<file path="src/rtl/texture_pkg.sv">
`default_nettype none

package texture_pkg;

  // ======================================================================
  // image geometry
  // ======================================================================
  localparam int IMG_W = 16;
  localparam int IMG_H = 12;
  localparam int PIX_W = 8;
  localparam int PIX_PER_FRAME = (IMG_W - 2) * (IMG_H - 2);

  typedef logic [PIX_W-1:0] pix_t;
  typedef pix_t [8:0] win_t;      // [0] top-left, [4] centre, row-major

  localparam int MED_LAT = 3;     // median pipeline depth

  // ======================================================================
  // joint histogram
  // ======================================================================
  localparam int NI_LEVELS = 9;
  localparam int NUM_BINS = 2 * NI_LEVELS * NI_LEVELS;
  localparam int CNT_W = 16;

  typedef logic [7:0] bin_t;
  typedef logic [CNT_W-1:0] cnt_t;
  typedef logic [3:0] lvl_t;      // ni or rd, 0..8

  function automatic bin_t make_bin(input logic ci, input lvl_t ni, input lvl_t rd);
    int idx;
    idx = int'(ci) * NI_LEVELS * NI_LEVELS + int'(ni) * NI_LEVELS + int'(rd);
    return bin_t'(idx);
  endfunction

endpackage

`default_nettype wire

</file>
<file path="src/rtl/delay_line.sv">
`timescale 1ns/10ps
`default_nettype none

module delay_line #(
  parameter type payload_t = logic,
  parameter int  DEPTH     = 1
) (
  input  wire           clk,
  input  wire           rst_n,
  input  wire payload_t data_i,
  input  wire           valid_i,
  output payload_t      data_o,
  output logic          valid_o
);

  payload_t         data_q [DEPTH];
  logic [DEPTH-1:0] valid_q;

  always_ff @(posedge clk) begin
    data_q[0] <= data_i;
    for (int i = 1; i < DEPTH; i++) begin
      data_q[i] <= data_q[i-1];
    end
  end

  always_ff @(posedge clk) begin
    if (!rst_n) begin
      valid_q <= '0;
    end else begin
      valid_q[0] <= valid_i;
      for (int i = 1; i < DEPTH; i++) begin
        valid_q[i] <= valid_q[i-1];
      end
    end
  end

  assign data_o  = data_q[DEPTH-1];
  assign valid_o = valid_q[DEPTH-1];

endmodule

`default_nettype wire

</file>
<file path="src/rtl/window_3x3.sv">
`timescale 1ns/10ps
`default_nettype none

module window_3x3 import texture_pkg::*; (
  input  wire        clk,
  input  wire        rst_n,
  input  wire pix_t  pix_i,
  input  wire        pix_valid_i,
  output win_t       win_o,
  output logic       win_valid_o,
  output logic       win_last_o
);

  logic [$clog2(IMG_W)-1:0] col_q;
  logic [$clog2(IMG_H)-1:0] row_q;

  pix_t line0_q [IMG_W];    // previous row
  pix_t line1_q [IMG_W];    // two rows back
  pix_t win_q [3][3];       // [row][col], row 0 oldest

  // ======================================================================
  // position tracking
  // ======================================================================
  always_ff @(posedge clk) begin
    if (!rst_n) begin
      col_q       <= '0;
      row_q       <= '0;
      win_valid_o <= 1'b0;
      win_last_o  <= 1'b0;
    end else begin
      win_valid_o <= pix_valid_i && (row_q >= 2) && (col_q >= 2);
      win_last_o  <= pix_valid_i && (row_q == IMG_H - 1) && (col_q == IMG_W - 1);
      if (pix_valid_i) begin
        if (col_q == IMG_W - 1) begin
          col_q <= '0;
          if (row_q == IMG_H - 1) begin
            row_q <= '0;        // next frame
          end else begin
            row_q <= row_q + 1'b1;
          end
        end else begin
          col_q <= col_q + 1'b1;
        end
      end
    end
  end

  // ======================================================================
  // line buffers and column shift
  // ======================================================================
  always_ff @(posedge clk) begin
    if (pix_valid_i) begin
      line1_q[col_q] <= line0_q[col_q];
      line0_q[col_q] <= pix_i;
      for (int r = 0; r < 3; r++) begin
        win_q[r][0] <= win_q[r][1];
        win_q[r][1] <= win_q[r][2];
      end
      win_q[0][2] <= line1_q[col_q];
      win_q[1][2] <= line0_q[col_q];
      win_q[2][2] <= pix_i;     // newest column on the right
    end
  end

  always_comb begin
    for (int r = 0; r < 3; r++) begin
      for (int c = 0; c < 3; c++) begin
        win_o[r*3+c] = win_q[r][c];
      end
    end
  end

endmodule

`default_nettype wire

</file>
<file path="src/rtl/median_3x3.sv">
`timescale 1ns/10ps
`default_nettype none

module median_3x3 import texture_pkg::*; (
  input  wire        clk,
  input  wire        rst_n,
  input  wire win_t  win_i,
  input  wire        valid_i,
  output pix_t       med_o,
  output logic       valid_o
);

  pix_t lo_q [3];
  pix_t mid_q [3];
  pix_t hi_q [3];
  pix_t a_q;
  pix_t b_q;
  pix_t c_q;
  logic [MED_LAT-1:0] vld_q;

  function automatic pix_t max2(input pix_t a, input pix_t b);
    return (a > b) ? a : b;
  endfunction

  function automatic pix_t min2(input pix_t a, input pix_t b);
    return (a < b) ? a : b;
  endfunction

  function automatic pix_t med3(input pix_t a, input pix_t b, input pix_t c);
    return max2(min2(a, b), min2(max2(a, b), c));
  endfunction

  // ======================================================================
  // stage 1 sorts each row, stage 2 reduces columns, stage 3 picks median
  // ======================================================================
  always_ff @(posedge clk) begin
    for (int r = 0; r < 3; r++) begin
      lo_q[r]  <= min2(min2(win_i[3*r], win_i[3*r+1]), win_i[3*r+2]);
      mid_q[r] <= med3(win_i[3*r], win_i[3*r+1], win_i[3*r+2]);
      hi_q[r]  <= max2(max2(win_i[3*r], win_i[3*r+1]), win_i[3*r+2]);
    end
    a_q   <= max2(max2(lo_q[0], lo_q[1]), lo_q[2]);     // largest low
    b_q   <= med3(mid_q[0], mid_q[1], mid_q[2]);
    c_q   <= min2(min2(hi_q[0], hi_q[1]), hi_q[2]);     // smallest high
    med_o <= med3(a_q, b_q, c_q);
  end

  always_ff @(posedge clk) begin
    if (!rst_n) begin
      vld_q <= '0;
    end else begin
      vld_q <= {vld_q[MED_LAT-2:0], valid_i};
    end
  end

  assign valid_o = vld_q[MED_LAT-1];

endmodule

`default_nettype wire

</file>
<file path="src/rtl/texture_code.sv">
`timescale 1ns/10ps
`default_nettype none

module texture_code import texture_pkg::*; (
  input  wire        clk,
  input  wire        rst_n,
  input  wire win_t  win_i,
  input  wire pix_t  med_i,
  input  wire        valid_i,
  input  wire        last_i,
  output bin_t       bin_o,
  output logic       bin_valid_o,
  output logic       bin_last_o
);

  lvl_t ni_c;
  lvl_t rd_c;
  logic ci_c;

  always_comb begin
    ni_c = '0;
    rd_c = '0;
    for (int i = 0; i < 9; i++) begin
      if (i != 4) begin                     // neighbours only
        if (win_i[i] >= med_i) begin
          ni_c = ni_c + 1'b1;
        end
        if (win_i[i] >= win_i[4]) begin
          rd_c = rd_c + 1'b1;
        end
      end
    end
    ci_c = (win_i[4] >= med_i);
  end

  always_ff @(posedge clk) begin
    if (valid_i) begin
      bin_o <= make_bin(ci_c, ni_c, rd_c);
    end
  end

  always_ff @(posedge clk) begin
    if (!rst_n) begin
      bin_valid_o <= 1'b0;
      bin_last_o  <= 1'b0;
    end else begin
      bin_valid_o <= valid_i;
      bin_last_o  <= valid_i && last_i;
    end
  end

endmodule

`default_nettype wire

</file>
<file path="src/rtl/joint_histogram.sv">
`timescale 1ns/10ps
`default_nettype none

module joint_histogram import texture_pkg::*; (
  input  wire        clk,
  input  wire        rst_n,
  input  wire bin_t  bin_i,
  input  wire        bin_valid_i,
  input  wire        bin_last_i,
  input  wire        read_en_i,
  output cnt_t       hist_o,
  output logic       hist_valid_o,
  output logic       read_done_o,
  output logic       frame_done_o
);

  cnt_t                mem_q [NUM_BINS];
  logic [NUM_BINS-1:0] used_q;      // bin holds a count this frame

  bin_t s1_bin_q;
  cnt_t s1_cnt_q;
  logic s1_vld_q;
  logic s1_last_q;

  bin_t s2_bin_q;
  cnt_t s2_cnt_q;
  logic s2_vld_q;
  logic s2_last_q;

  cnt_t base_c;
  bin_t rd_ptr_q;
  logic fin_pend_q;                 // bin 161 just read
  logic rd_acc_c;

  assign rd_acc_c = read_en_i && frame_done_o && !fin_pend_q;

  // ======================================================================
  // update pipeline: read, increment, write
  // ======================================================================
  always_ff @(posedge clk) begin
    s1_bin_q <= bin_i;
    if (s2_vld_q && (s2_bin_q == bin_i)) begin
      s1_cnt_q <= s2_cnt_q;         // write lands on this same edge
    end else if (used_q[bin_i]) begin
      s1_cnt_q <= mem_q[bin_i];
    end else begin
      s1_cnt_q <= '0;
    end
  end

  // back-to-back hit on the same bin
  assign base_c = (s2_vld_q && (s2_bin_q == s1_bin_q)) ? s2_cnt_q : s1_cnt_q;

  always_ff @(posedge clk) begin
    s2_bin_q <= s1_bin_q;
    s2_cnt_q <= base_c + 1'b1;
  end

  always_ff @(posedge clk) begin
    if (s2_vld_q) begin
      mem_q[s2_bin_q] <= s2_cnt_q;
    end
    if (rd_acc_c) begin
      hist_o <= used_q[rd_ptr_q] ? mem_q[rd_ptr_q] : '0;
    end
  end

  // ======================================================================
  // control, frame done and readout
  // ======================================================================
  always_ff @(posedge clk) begin
    if (!rst_n) begin
      s1_vld_q     <= 1'b0;
      s1_last_q    <= 1'b0;
      s2_vld_q     <= 1'b0;
      s2_last_q    <= 1'b0;
      used_q       <= '0;
      rd_ptr_q     <= '0;
      fin_pend_q   <= 1'b0;
      hist_valid_o <= 1'b0;
      read_done_o  <= 1'b0;
      frame_done_o <= 1'b0;
    end else begin
      s1_vld_q     <= bin_valid_i;
      s1_last_q    <= bin_valid_i && bin_last_i;
      s2_vld_q     <= s1_vld_q;
      s2_last_q    <= s1_last_q;
      hist_valid_o <= rd_acc_c;
      read_done_o  <= fin_pend_q;
      fin_pend_q   <= 1'b0;
      if (s2_vld_q) begin
        used_q[s2_bin_q] <= 1'b1;
      end
      if (s2_vld_q && s2_last_q) begin
        frame_done_o <= 1'b1;       // last count written
      end
      if (rd_acc_c) begin
        used_q[rd_ptr_q] <= 1'b0;   // clear on read
        if (rd_ptr_q == NUM_BINS - 1) begin
          rd_ptr_q   <= '0;
          fin_pend_q <= 1'b1;
        end else begin
          rd_ptr_q <= rd_ptr_q + 1'b1;
        end
      end
      if (fin_pend_q) begin
        frame_done_o <= 1'b0;
      end
    end
  end

endmodule

`default_nettype wire

</file>
<file path="src/rtl/texture_top.sv">
`timescale 1ns/10ps
`default_nettype none

module texture_top import texture_pkg::*; (
  input  wire        clk,
  input  wire        rst_n,
  input  wire pix_t  pix_i,
  input  wire        pix_valid_i,
  input  wire        read_en_i,
  output cnt_t       hist_o,
  output logic       hist_valid_o,
  output logic       read_done_o,
  output logic       frame_done_o
);

  win_t win;
  logic win_valid;
  logic win_last;
  pix_t med;
  logic med_valid;
  win_t win_d;                      // aligned with med
  logic win_last_d;
  bin_t bin;
  logic bin_valid;
  logic bin_last;

  // ======================================================================
  // window and median
  // ======================================================================
  window_3x3 u_window (
    .clk         (clk),
    .rst_n       (rst_n),
    .pix_i       (pix_i),
    .pix_valid_i (pix_valid_i),
    .win_o       (win),
    .win_valid_o (win_valid),
    .win_last_o  (win_last)
  );

  median_3x3 u_median (
    .clk     (clk),
    .rst_n   (rst_n),
    .win_i   (win),
    .valid_i (win_valid),
    .med_o   (med),
    .valid_o (med_valid)
  );

  delay_line #(.payload_t(win_t), .DEPTH(MED_LAT)) dly_win (
    .clk     (clk),
    .rst_n   (rst_n),
    .data_i  (win),
    .valid_i (win_valid),
    .data_o  (win_d),
    .valid_o ()
  );

  delay_line #(.payload_t(logic), .DEPTH(MED_LAT)) dly_last (
    .clk     (clk),
    .rst_n   (rst_n),
    .data_i  (win_last),
    .valid_i (win_valid),
    .data_o  (win_last_d),
    .valid_o ()
  );

  // ======================================================================
  // codes and histogram
  // ======================================================================
  texture_code u_code (
    .clk         (clk),
    .rst_n       (rst_n),
    .win_i       (win_d),
    .med_i       (med),
    .valid_i     (med_valid),
    .last_i      (win_last_d),
    .bin_o       (bin),
    .bin_valid_o (bin_valid),
    .bin_last_o  (bin_last)
  );

  joint_histogram u_hist (
    .clk          (clk),
    .rst_n        (rst_n),
    .bin_i        (bin),
    .bin_valid_i  (bin_valid),
    .bin_last_i   (bin_last),
    .read_en_i    (read_en_i),
    .hist_o       (hist_o),
    .hist_valid_o (hist_valid_o),
    .read_done_o  (read_done_o),
    .frame_done_o (frame_done_o)
  );

endmodule

`default_nettype wire

</file>
<file path="config.mk">
export PLATFORM = sky130hd
export DESIGN_NAME = texture_top
export DESIGN_NICKNAME = d
export VERILOG_FILES = /design/src/rtl/texture_pkg.sv /design/src/rtl/delay_line.sv /design/src/rtl/window_3x3.sv /design/src/rtl/median_3x3.sv /design/src/rtl/texture_code.sv /design/src/rtl/joint_histogram.sv /design/src/rtl/texture_top.sv
export SDC_FILE = /design/constraint.sdc
export NUM_CORES = 2
export LEC_CHECK = 0
export BUFFER_PORTS_ARGS = -buffer_cell sky130_fd_sc_hd__buf_2
export CAP_MARGIN = 20
export CELL_PAD_IN_SITES_DETAIL_PLACEMENT = 1
export CELL_PAD_IN_SITES_GLOBAL_PLACEMENT = 1
export CORE_ASPECT_RATIO = 1.5
export CORE_MARGIN = 1.5
export CORE_UTILIZATION = 40
export DETAILED_ROUTE_END_ITERATION = 6
export GPL_TIMING_DRIVEN = 0
export PLACE_DENSITY_LB_ADDON = 0.25
export SLEW_MARGIN = 20
export SYNTH_ARGS = -nofsm -noshare
export SYNTH_HDL_FRONTEND = slang
export SYNTH_SLANG_ARGS = --single-unit
export TNS_END_PERCENT = 30
</file>
<file path="constraint.sdc">
create_clock -name clk -period 8.56 [get_ports clk]
set_clock_uncertainty 0.2 [all_clocks]
set_input_delay 0.428 -clock clk [delete_from_list [all_inputs] [get_ports clk]]
set_output_delay 0.428 -clock clk [all_outputs]
set_load 0.03 [all_outputs]
</file>
# --- Word-level counts from Yosys, hierarchy flattened ---
# Memories as Yosys holds them, arrays and structs flattened. A register that Yosys moved wholly into a read port is not among the register bits.
# Cells that the tools add are included.
# Widths: inputs -> output; s select.
totals:
  register_bits: 281
  ram_bits: 3211
  out_inout_bits: 19
  word_cells: 212
  mem_count: 9
memory_table:
  columns: ["memory", "words", "width", "read_ports", "rd_clocked_by_memory_dff", "wr", "line", "source"]
  rows:
  - ["u_hist.mem_q", 162, 16, 2, 2, 1, "joint_histogram.sv:17", "cnt_t mem_q [NUM_BINS];"]
  - ["dly_win.data_q", 3, 72, 3, 0, 3, "delay_line.sv:16", "payload_t data_q [DEPTH];"]
  - ["u_window.line0_q", 16, 8, 1, 1, 1, "window_3x3.sv:17", "pix_t line0_q [IMG_W];"]
  - ["u_window.line1_q", 16, 8, 1, 1, 1, "window_3x3.sv:18", "pix_t line1_q [IMG_W];"]
  - ["u_window.win_q", 3, 24, 3, 0, 3, "window_3x3.sv:19", "pix_t win_q [3][3];"]
  - ["u_median.hi_q", 3, 8, 3, 0, 3, "median_3x3.sv:15", "pix_t hi_q [3];"]
  - ["3 more memories", null, null, null, null, null, null, null]
op_classes:
  add_sub_neg: 20
  mul: 3
  order_cmp: 54
  eq_ne: 5
  muxes: 73
  n_bitwise: 4
  n_reduce_logical: 18
op_table:
  columns: ["cell", "n"]
  rows:
  - ["$mux 162", 3]
  - ["$mux 8", 32]
  - ["$and 162x162->162", 1]
  - ["$not 162->162", 1]
  - ["$or 162x162->162", 1]
  - ["$ge 8x8->1", 17]
  - ["$gt 8x8->1", 15]
  - ["$lt 8x8->1", 15]
  - ["$mux 4", 20]
  - ["$add 4x1->4 const B", 14]
  - ["$mux 16", 3]
  - ["$mul 32x5->8 const B", 1]
  - ["$lt 8x9->1 const B", 3]
  - ["$add 16x1->16 const B", 1]
  - ["$bmux 1 s8", 2]
  - ["$demux 1 s8", 2]
  - ["$eq 8x8->1", 2]
  - ["$ge 8x1->1 const B", 2]
  - ["$logic_and 1x1->1", 13]
  - ["$mux 1", 11]
  - ["$add 8x1->8 const B", 1]
  - ["$add 8x5->8", 1]
  - ["$add 8x8->8", 1]
  - ["$eq 4x4->1 const B", 2]
  - ["9 further kinds", 13]

# --- Longest topological paths before layout ---
# An unclocked memory read counts as a cell.
depth:
  word_depth: 21
  depth_mapped: 42
  mapped_depth_nobuf: 42

# --- By module ---
# Synthesis repeated with hierarchy kept, for this count alone.
unflattened:
  hier_cells: 9268
  area_unflattened_um2: 162599.7
by_module_without_submodules:
  columns: ["mod", "n_inst", "cells_each", "area_per_inst_um2", "seq_area_each_um2"]
  rows:
  - ["joint_histogram", 1, 6901, 131254.6, 82839.4]
  - ["window_3x3", 1, 544, 12523.3, 10129.7]
  - ["median_3x3", 1, 994, 9056.2, 2142.1]
  - ["delay_line (dly_win)", 1, 294, 4943.5, 4384.2]
  - ["texture_code", 1, 526, 4683.2, 280.3]
  - ["delay_line (dly_last)", 1, 9, 138.9, 120.1]

# --- Worst setup path before layout ---
# No wires, ideal clock.
synth_path:
  path_kind: "reg-to-reg"
  from: "register u_median.med_o[0]"
  to: "register with a tool-made name"
  arrival_time_ns: 6.752
  required_time_ns: 8.239
  slack_ns: 1.487
  path_stages_with_launch: 37
  path_buffers: 0
  synth_period_minus_slack_ns: 7.073
  cell_sequence: "dfxtp_1 ha_1 nand2b_1 a21oi_1 nor2b_1 o21ai_0 nand2b_1 a21oi_1 nor2b_1 o21ai_0 nand2b_1 a21o_1 ha_1 inv_1 and2_1 a21oi_2 ha_1 nor2b_1 o21a_1 nor2_1 mux2_2 ha_1 nand2_1 or2_2 a211oi_1 xnor2_1 xnor2_1 ha_1 ha_1 ha_1 ha_1 ha_1 a21oi_1 nor2b_1 o21ai_0 xnor2_1 mux2_2"
synth_lines:
  columns: ["element", "line", "source"]
  rows:
  - ["from (decl)", "median_3x3.sv:9", "output pix_t med_o,"]
  - ["from (signal assigned)", "median_3x3.sv:45", "med_o <= med3(a_q, b_q, c_q);"]

==> results.sh <==
export IMPL_status="finished clean"
export IMPL_tightest_slew_ns=1.32
export IMPL_grt_pass1_vias=101000
export IMPL_post_route_min_period_ns=8.10
export IMPL_drv_cap=0
export IMPL_synth_edf_count=2944
export IMPL_fin_crit_sh=0.946
export IMPL_cts_num_sinks=3520
export IMPL_synth_compound_area_share=0.0292
export IMPL_clockBufferDepth=4
export IMPL_drt_iter0_drc=15200
export IMPL_setup_viol=0
export IMPL_initial_utilization=0.401
export IMPL_fillers=37100
export IMPL_synth_async_reset_ratio=0
export IMPL_setup_slack_ns=0.462
export IMPL_end_kind="flip-flop"
export IMPL_grt_use_met3=0.0915
export IMPL_die_w_um=521
export IMPL_synth_cells=8480
export IMPL_grt_pass1_wl_um=973000
export IMPL_cts_buffers_inserted=349
export IMPL_avgRoutedWirePerCell_um=49.8
export IMPL_clock_latency_ns=1.04
export IMPL_grt_ovfl_total=0
export IMPL_whs_ns=0.124
export IMPL_place_congestion=1.01
export IMPL_dpl_hpwl_um=552000
export IMPL_synth_simple_area_share=0.0270
export IMPL_worst_ep_arrival_time_ns=8.76
export IMPL_p_leak_nw=65.1
export IMPL_ys_seq_area_frac=0.622
export IMPL_port_buffers=29
export IMPL_grt_use_met2=0.591
export IMPL_synthAdderAreaFrac=0.0276
export IMPL_htreeDepth=5
export IMPL_drt_pass1_iter_count=6
export IMPL_ctsRootBufferMaster="clkbuf_16"
export IMPL_power_density_nw_per_um2=233
export IMPL_num_vias=102000
export IMPL_synthDistinctLibCells=73
export IMPL_crit_type="reg -> reg"
export IMPL_slew_violations=0
export IMPL_grt_total_usage=0.368
export IMPL_ir_drop_v=0.000502
export IMPL_worst_path_max_fanout=7
export IMPL_finalHoldViolations=0
export IMPL_cts_tree="yes"
export IMPL_slowest_delay_ns=0.46
export IMPL_cts_clk_slew_worst_paths_ns=0.06
export IMPL_avgSynthCellArea_um2=19.0
export IMPL_synthToLayoutAreaGrowth_pct=16.9
export IMPL_slowest_stage="fa_1"
export IMPL_synth_area_mux_share=0.271
export IMPL_antenna_found_initial=121
export IMPL_drc=0
export IMPL_fp_coreArea_um2=401000
export IMPL_grt_busiest_layer="met2"
export IMPL_post_route_util=0.469
export IMPL_syn_cell_area_um2=161000
export IMPL_io_pins=31
export IMPL_hp_class="reg -> reg"
export IMPL_maxSlewHeadroom=0.121
export IMPL_nNetsFinal=9533
export IMPL_min_path_cells=0
export IMPL_synth_ff_type="edfxtp_1"
export IMPL_synth_top_family_by_area="multiplexers"
export IMPL_yosysWarnings=0
export IMPL_synth_nets=8844
export IMPL_required_ns=9.23
export IMPL_drt_wl_total_um=749000
export IMPL_die_h_um=780
export IMPL_via_per_inst=6.77
export IMPL_drive_gt1_frac=0.356
export IMPL_r2r_cells=35
export IMPL_path_common_cell="ha_1"
export IMPL_std_cell_rows=285
export IMPL_fmax_ghz=0.123
export IMPL_final_common_cell="edfxtp_1"
export IMPL_die_area_um2=406000
export IMPL_route_antenna_remaining_nets=0
export IMPL_grt_max_degree=83
export IMPL_ys_ff_latch=3520
export IMPL_final_cell_mix="edfxtp_1 (2944), mux4_2 (1823), dfxtp_1 (557), clkbuf_16 (360), ha_1 (348)"
export IMPL_synthXorXnorAreaFrac=0.00443
export IMPL_dp_slack_ns=-0.113
export IMPL_cp_start_kind="flip-flop"
export IMPL_met1_usage=0.394
## registers in the layout, indices dropped and copies added, names as in the netlist, 16 cells and up, named ones only
signal            flops
u_hist.used_q       162
dly_win.data_q      216
u_median.mid_q       24
u_window.line0_q    128
u_hist.mem_q       2592
u_median.hi_q        24
u_median.lo_q        24
u_hist.s2_cnt_q      16
u_hist.s1_cnt_q      16
u_window.win_q       72
u_window.line1_q    128
u_hist.hist_o        16
## final cells by class
class	instances	area [µm²]	area share
sequential	3520	100000	0.532
multi-input combinational	4224	59200	0.315
clock buffer	432	9430	0.0502
timing repair buffer	338	6730	0.0358
tap	5309	6640	0.0353
buffer	542	2640	0.0140
clock inverter	201	1960	0.0104
inverter	194	743	0.00395
antenna	276	691	0.00367
## synth_stat cells, drive strengths merged (19+ instances only)
cell / n / area, µm²
clkbuf: 301 / 1130
mux2: 85 / 957
nand3: 88 / 440
and2: 26 / 163
a21o: 55 / 413
o21ai: 245 / 1230
buf: 241 / 1250
and3: 27 / 169
nand4: 43 / 269
mux2i: 155 / 1550
a21oi: 186 / 935
xnor2: 42 / 383
nand2: 226 / 848
o211ai: 24 / 180
nor2b: 67 / 419
dfxtp: 576 / 11500
o22ai: 123 / 769
nor3: 19 / 95.1
edfxtp: 2944 / 88400
a211oi: 24 / 180
o21a: 31 / 233
ha: 348 / 4350
xor2: 35 / 307
inv: 193 / 724
mux4: 1823 / 41100
nand2b: 47 / 294
nor2: 391 / 1470
## routing by layer
metal,share of wire,up-vias,wire length [µm]
met2,0.48,7556,357000
met4,0.12,34,87100
li1,-,37300,-
met5,0.00030,-,228
met3,0.097,2266,72700
met1,0.31,54700,232000
## worst max-delay path, delay by kind of cell, from the launching register on
kind                       cells  cell delay, ns
muxes                          3            0.96
adders and majority gates     10            2.98
xor gates and xnor gates       2            0.49
AOI/OAI and AO/OA             11            2.08
DFF                            1            0.39
buffers and inverters          3            0.37
and+or+nand+nor                6            0.51
## path summary, 6_finish.rpt
check                                             from                      to  slack [ns]
worst min-delay path            dly_win.data_q[0][101]  dly_win.data_q[0][173]        0.12
worst min register to register  dly_win.data_q[0][101]  dly_win.data_q[0][173]        0.12
worst max register to register  dly_win.data_q[0][177]               flip-flop        0.46
worst max-delay path            dly_win.data_q[0][177]               flip-flop        0.46
## through the flow
| stage | total power [mW] | area [µm²] | cells | setup TNS (ns) |
|---|---|---|---|---|
| 6_report | 43.8 | 188000 | 15000 | 0 |
| 5_1_grt | 45.3 | 188000 | 15000 | -0.00389 |
| 4_1_cts | 43.9 | 187000 | 14700 | 0 |
| 3_5_place_dp | 28.1 | 176000 | 14100 | -0.354 |
| 3_3_place_gp | 27.8 | 168000 | 13800 | -19.67 |
| 2_1_floorplan | 24.7 | 161000 | 8480 | 0 |
## power breakdown
part           leakage (nW)  internal [mW]  switching [mW]
sequential             36.5           18.9           0.254
clock                  5.55           8.76            7.21
combinational          23.1           3.26            5.42
total                  65.1           30.9            12.9
## cells by family after synthesis
kind of cell / after synthesis
AND/OR/NAND/NOR: 958
XOR/XNOR: 78
multiplexers: 2063
adder cells (fa/ha/maj): 352
buffers and inverters: 736
AO/OA/AOI/OAI: 773
flip-flops: 3520
## what timing repair did
item / in CTS / in global routing
gates resized for setup: 6 / 17
pin swaps: 0 / 3
buffers inserted: 4 / 11
endpoints found under the hold margin: 213 / 0
hold buffers: 10 / 0
setup endpoints to repair: 4 / 10
Note: power is estimated with default switching activity, not from simulation.
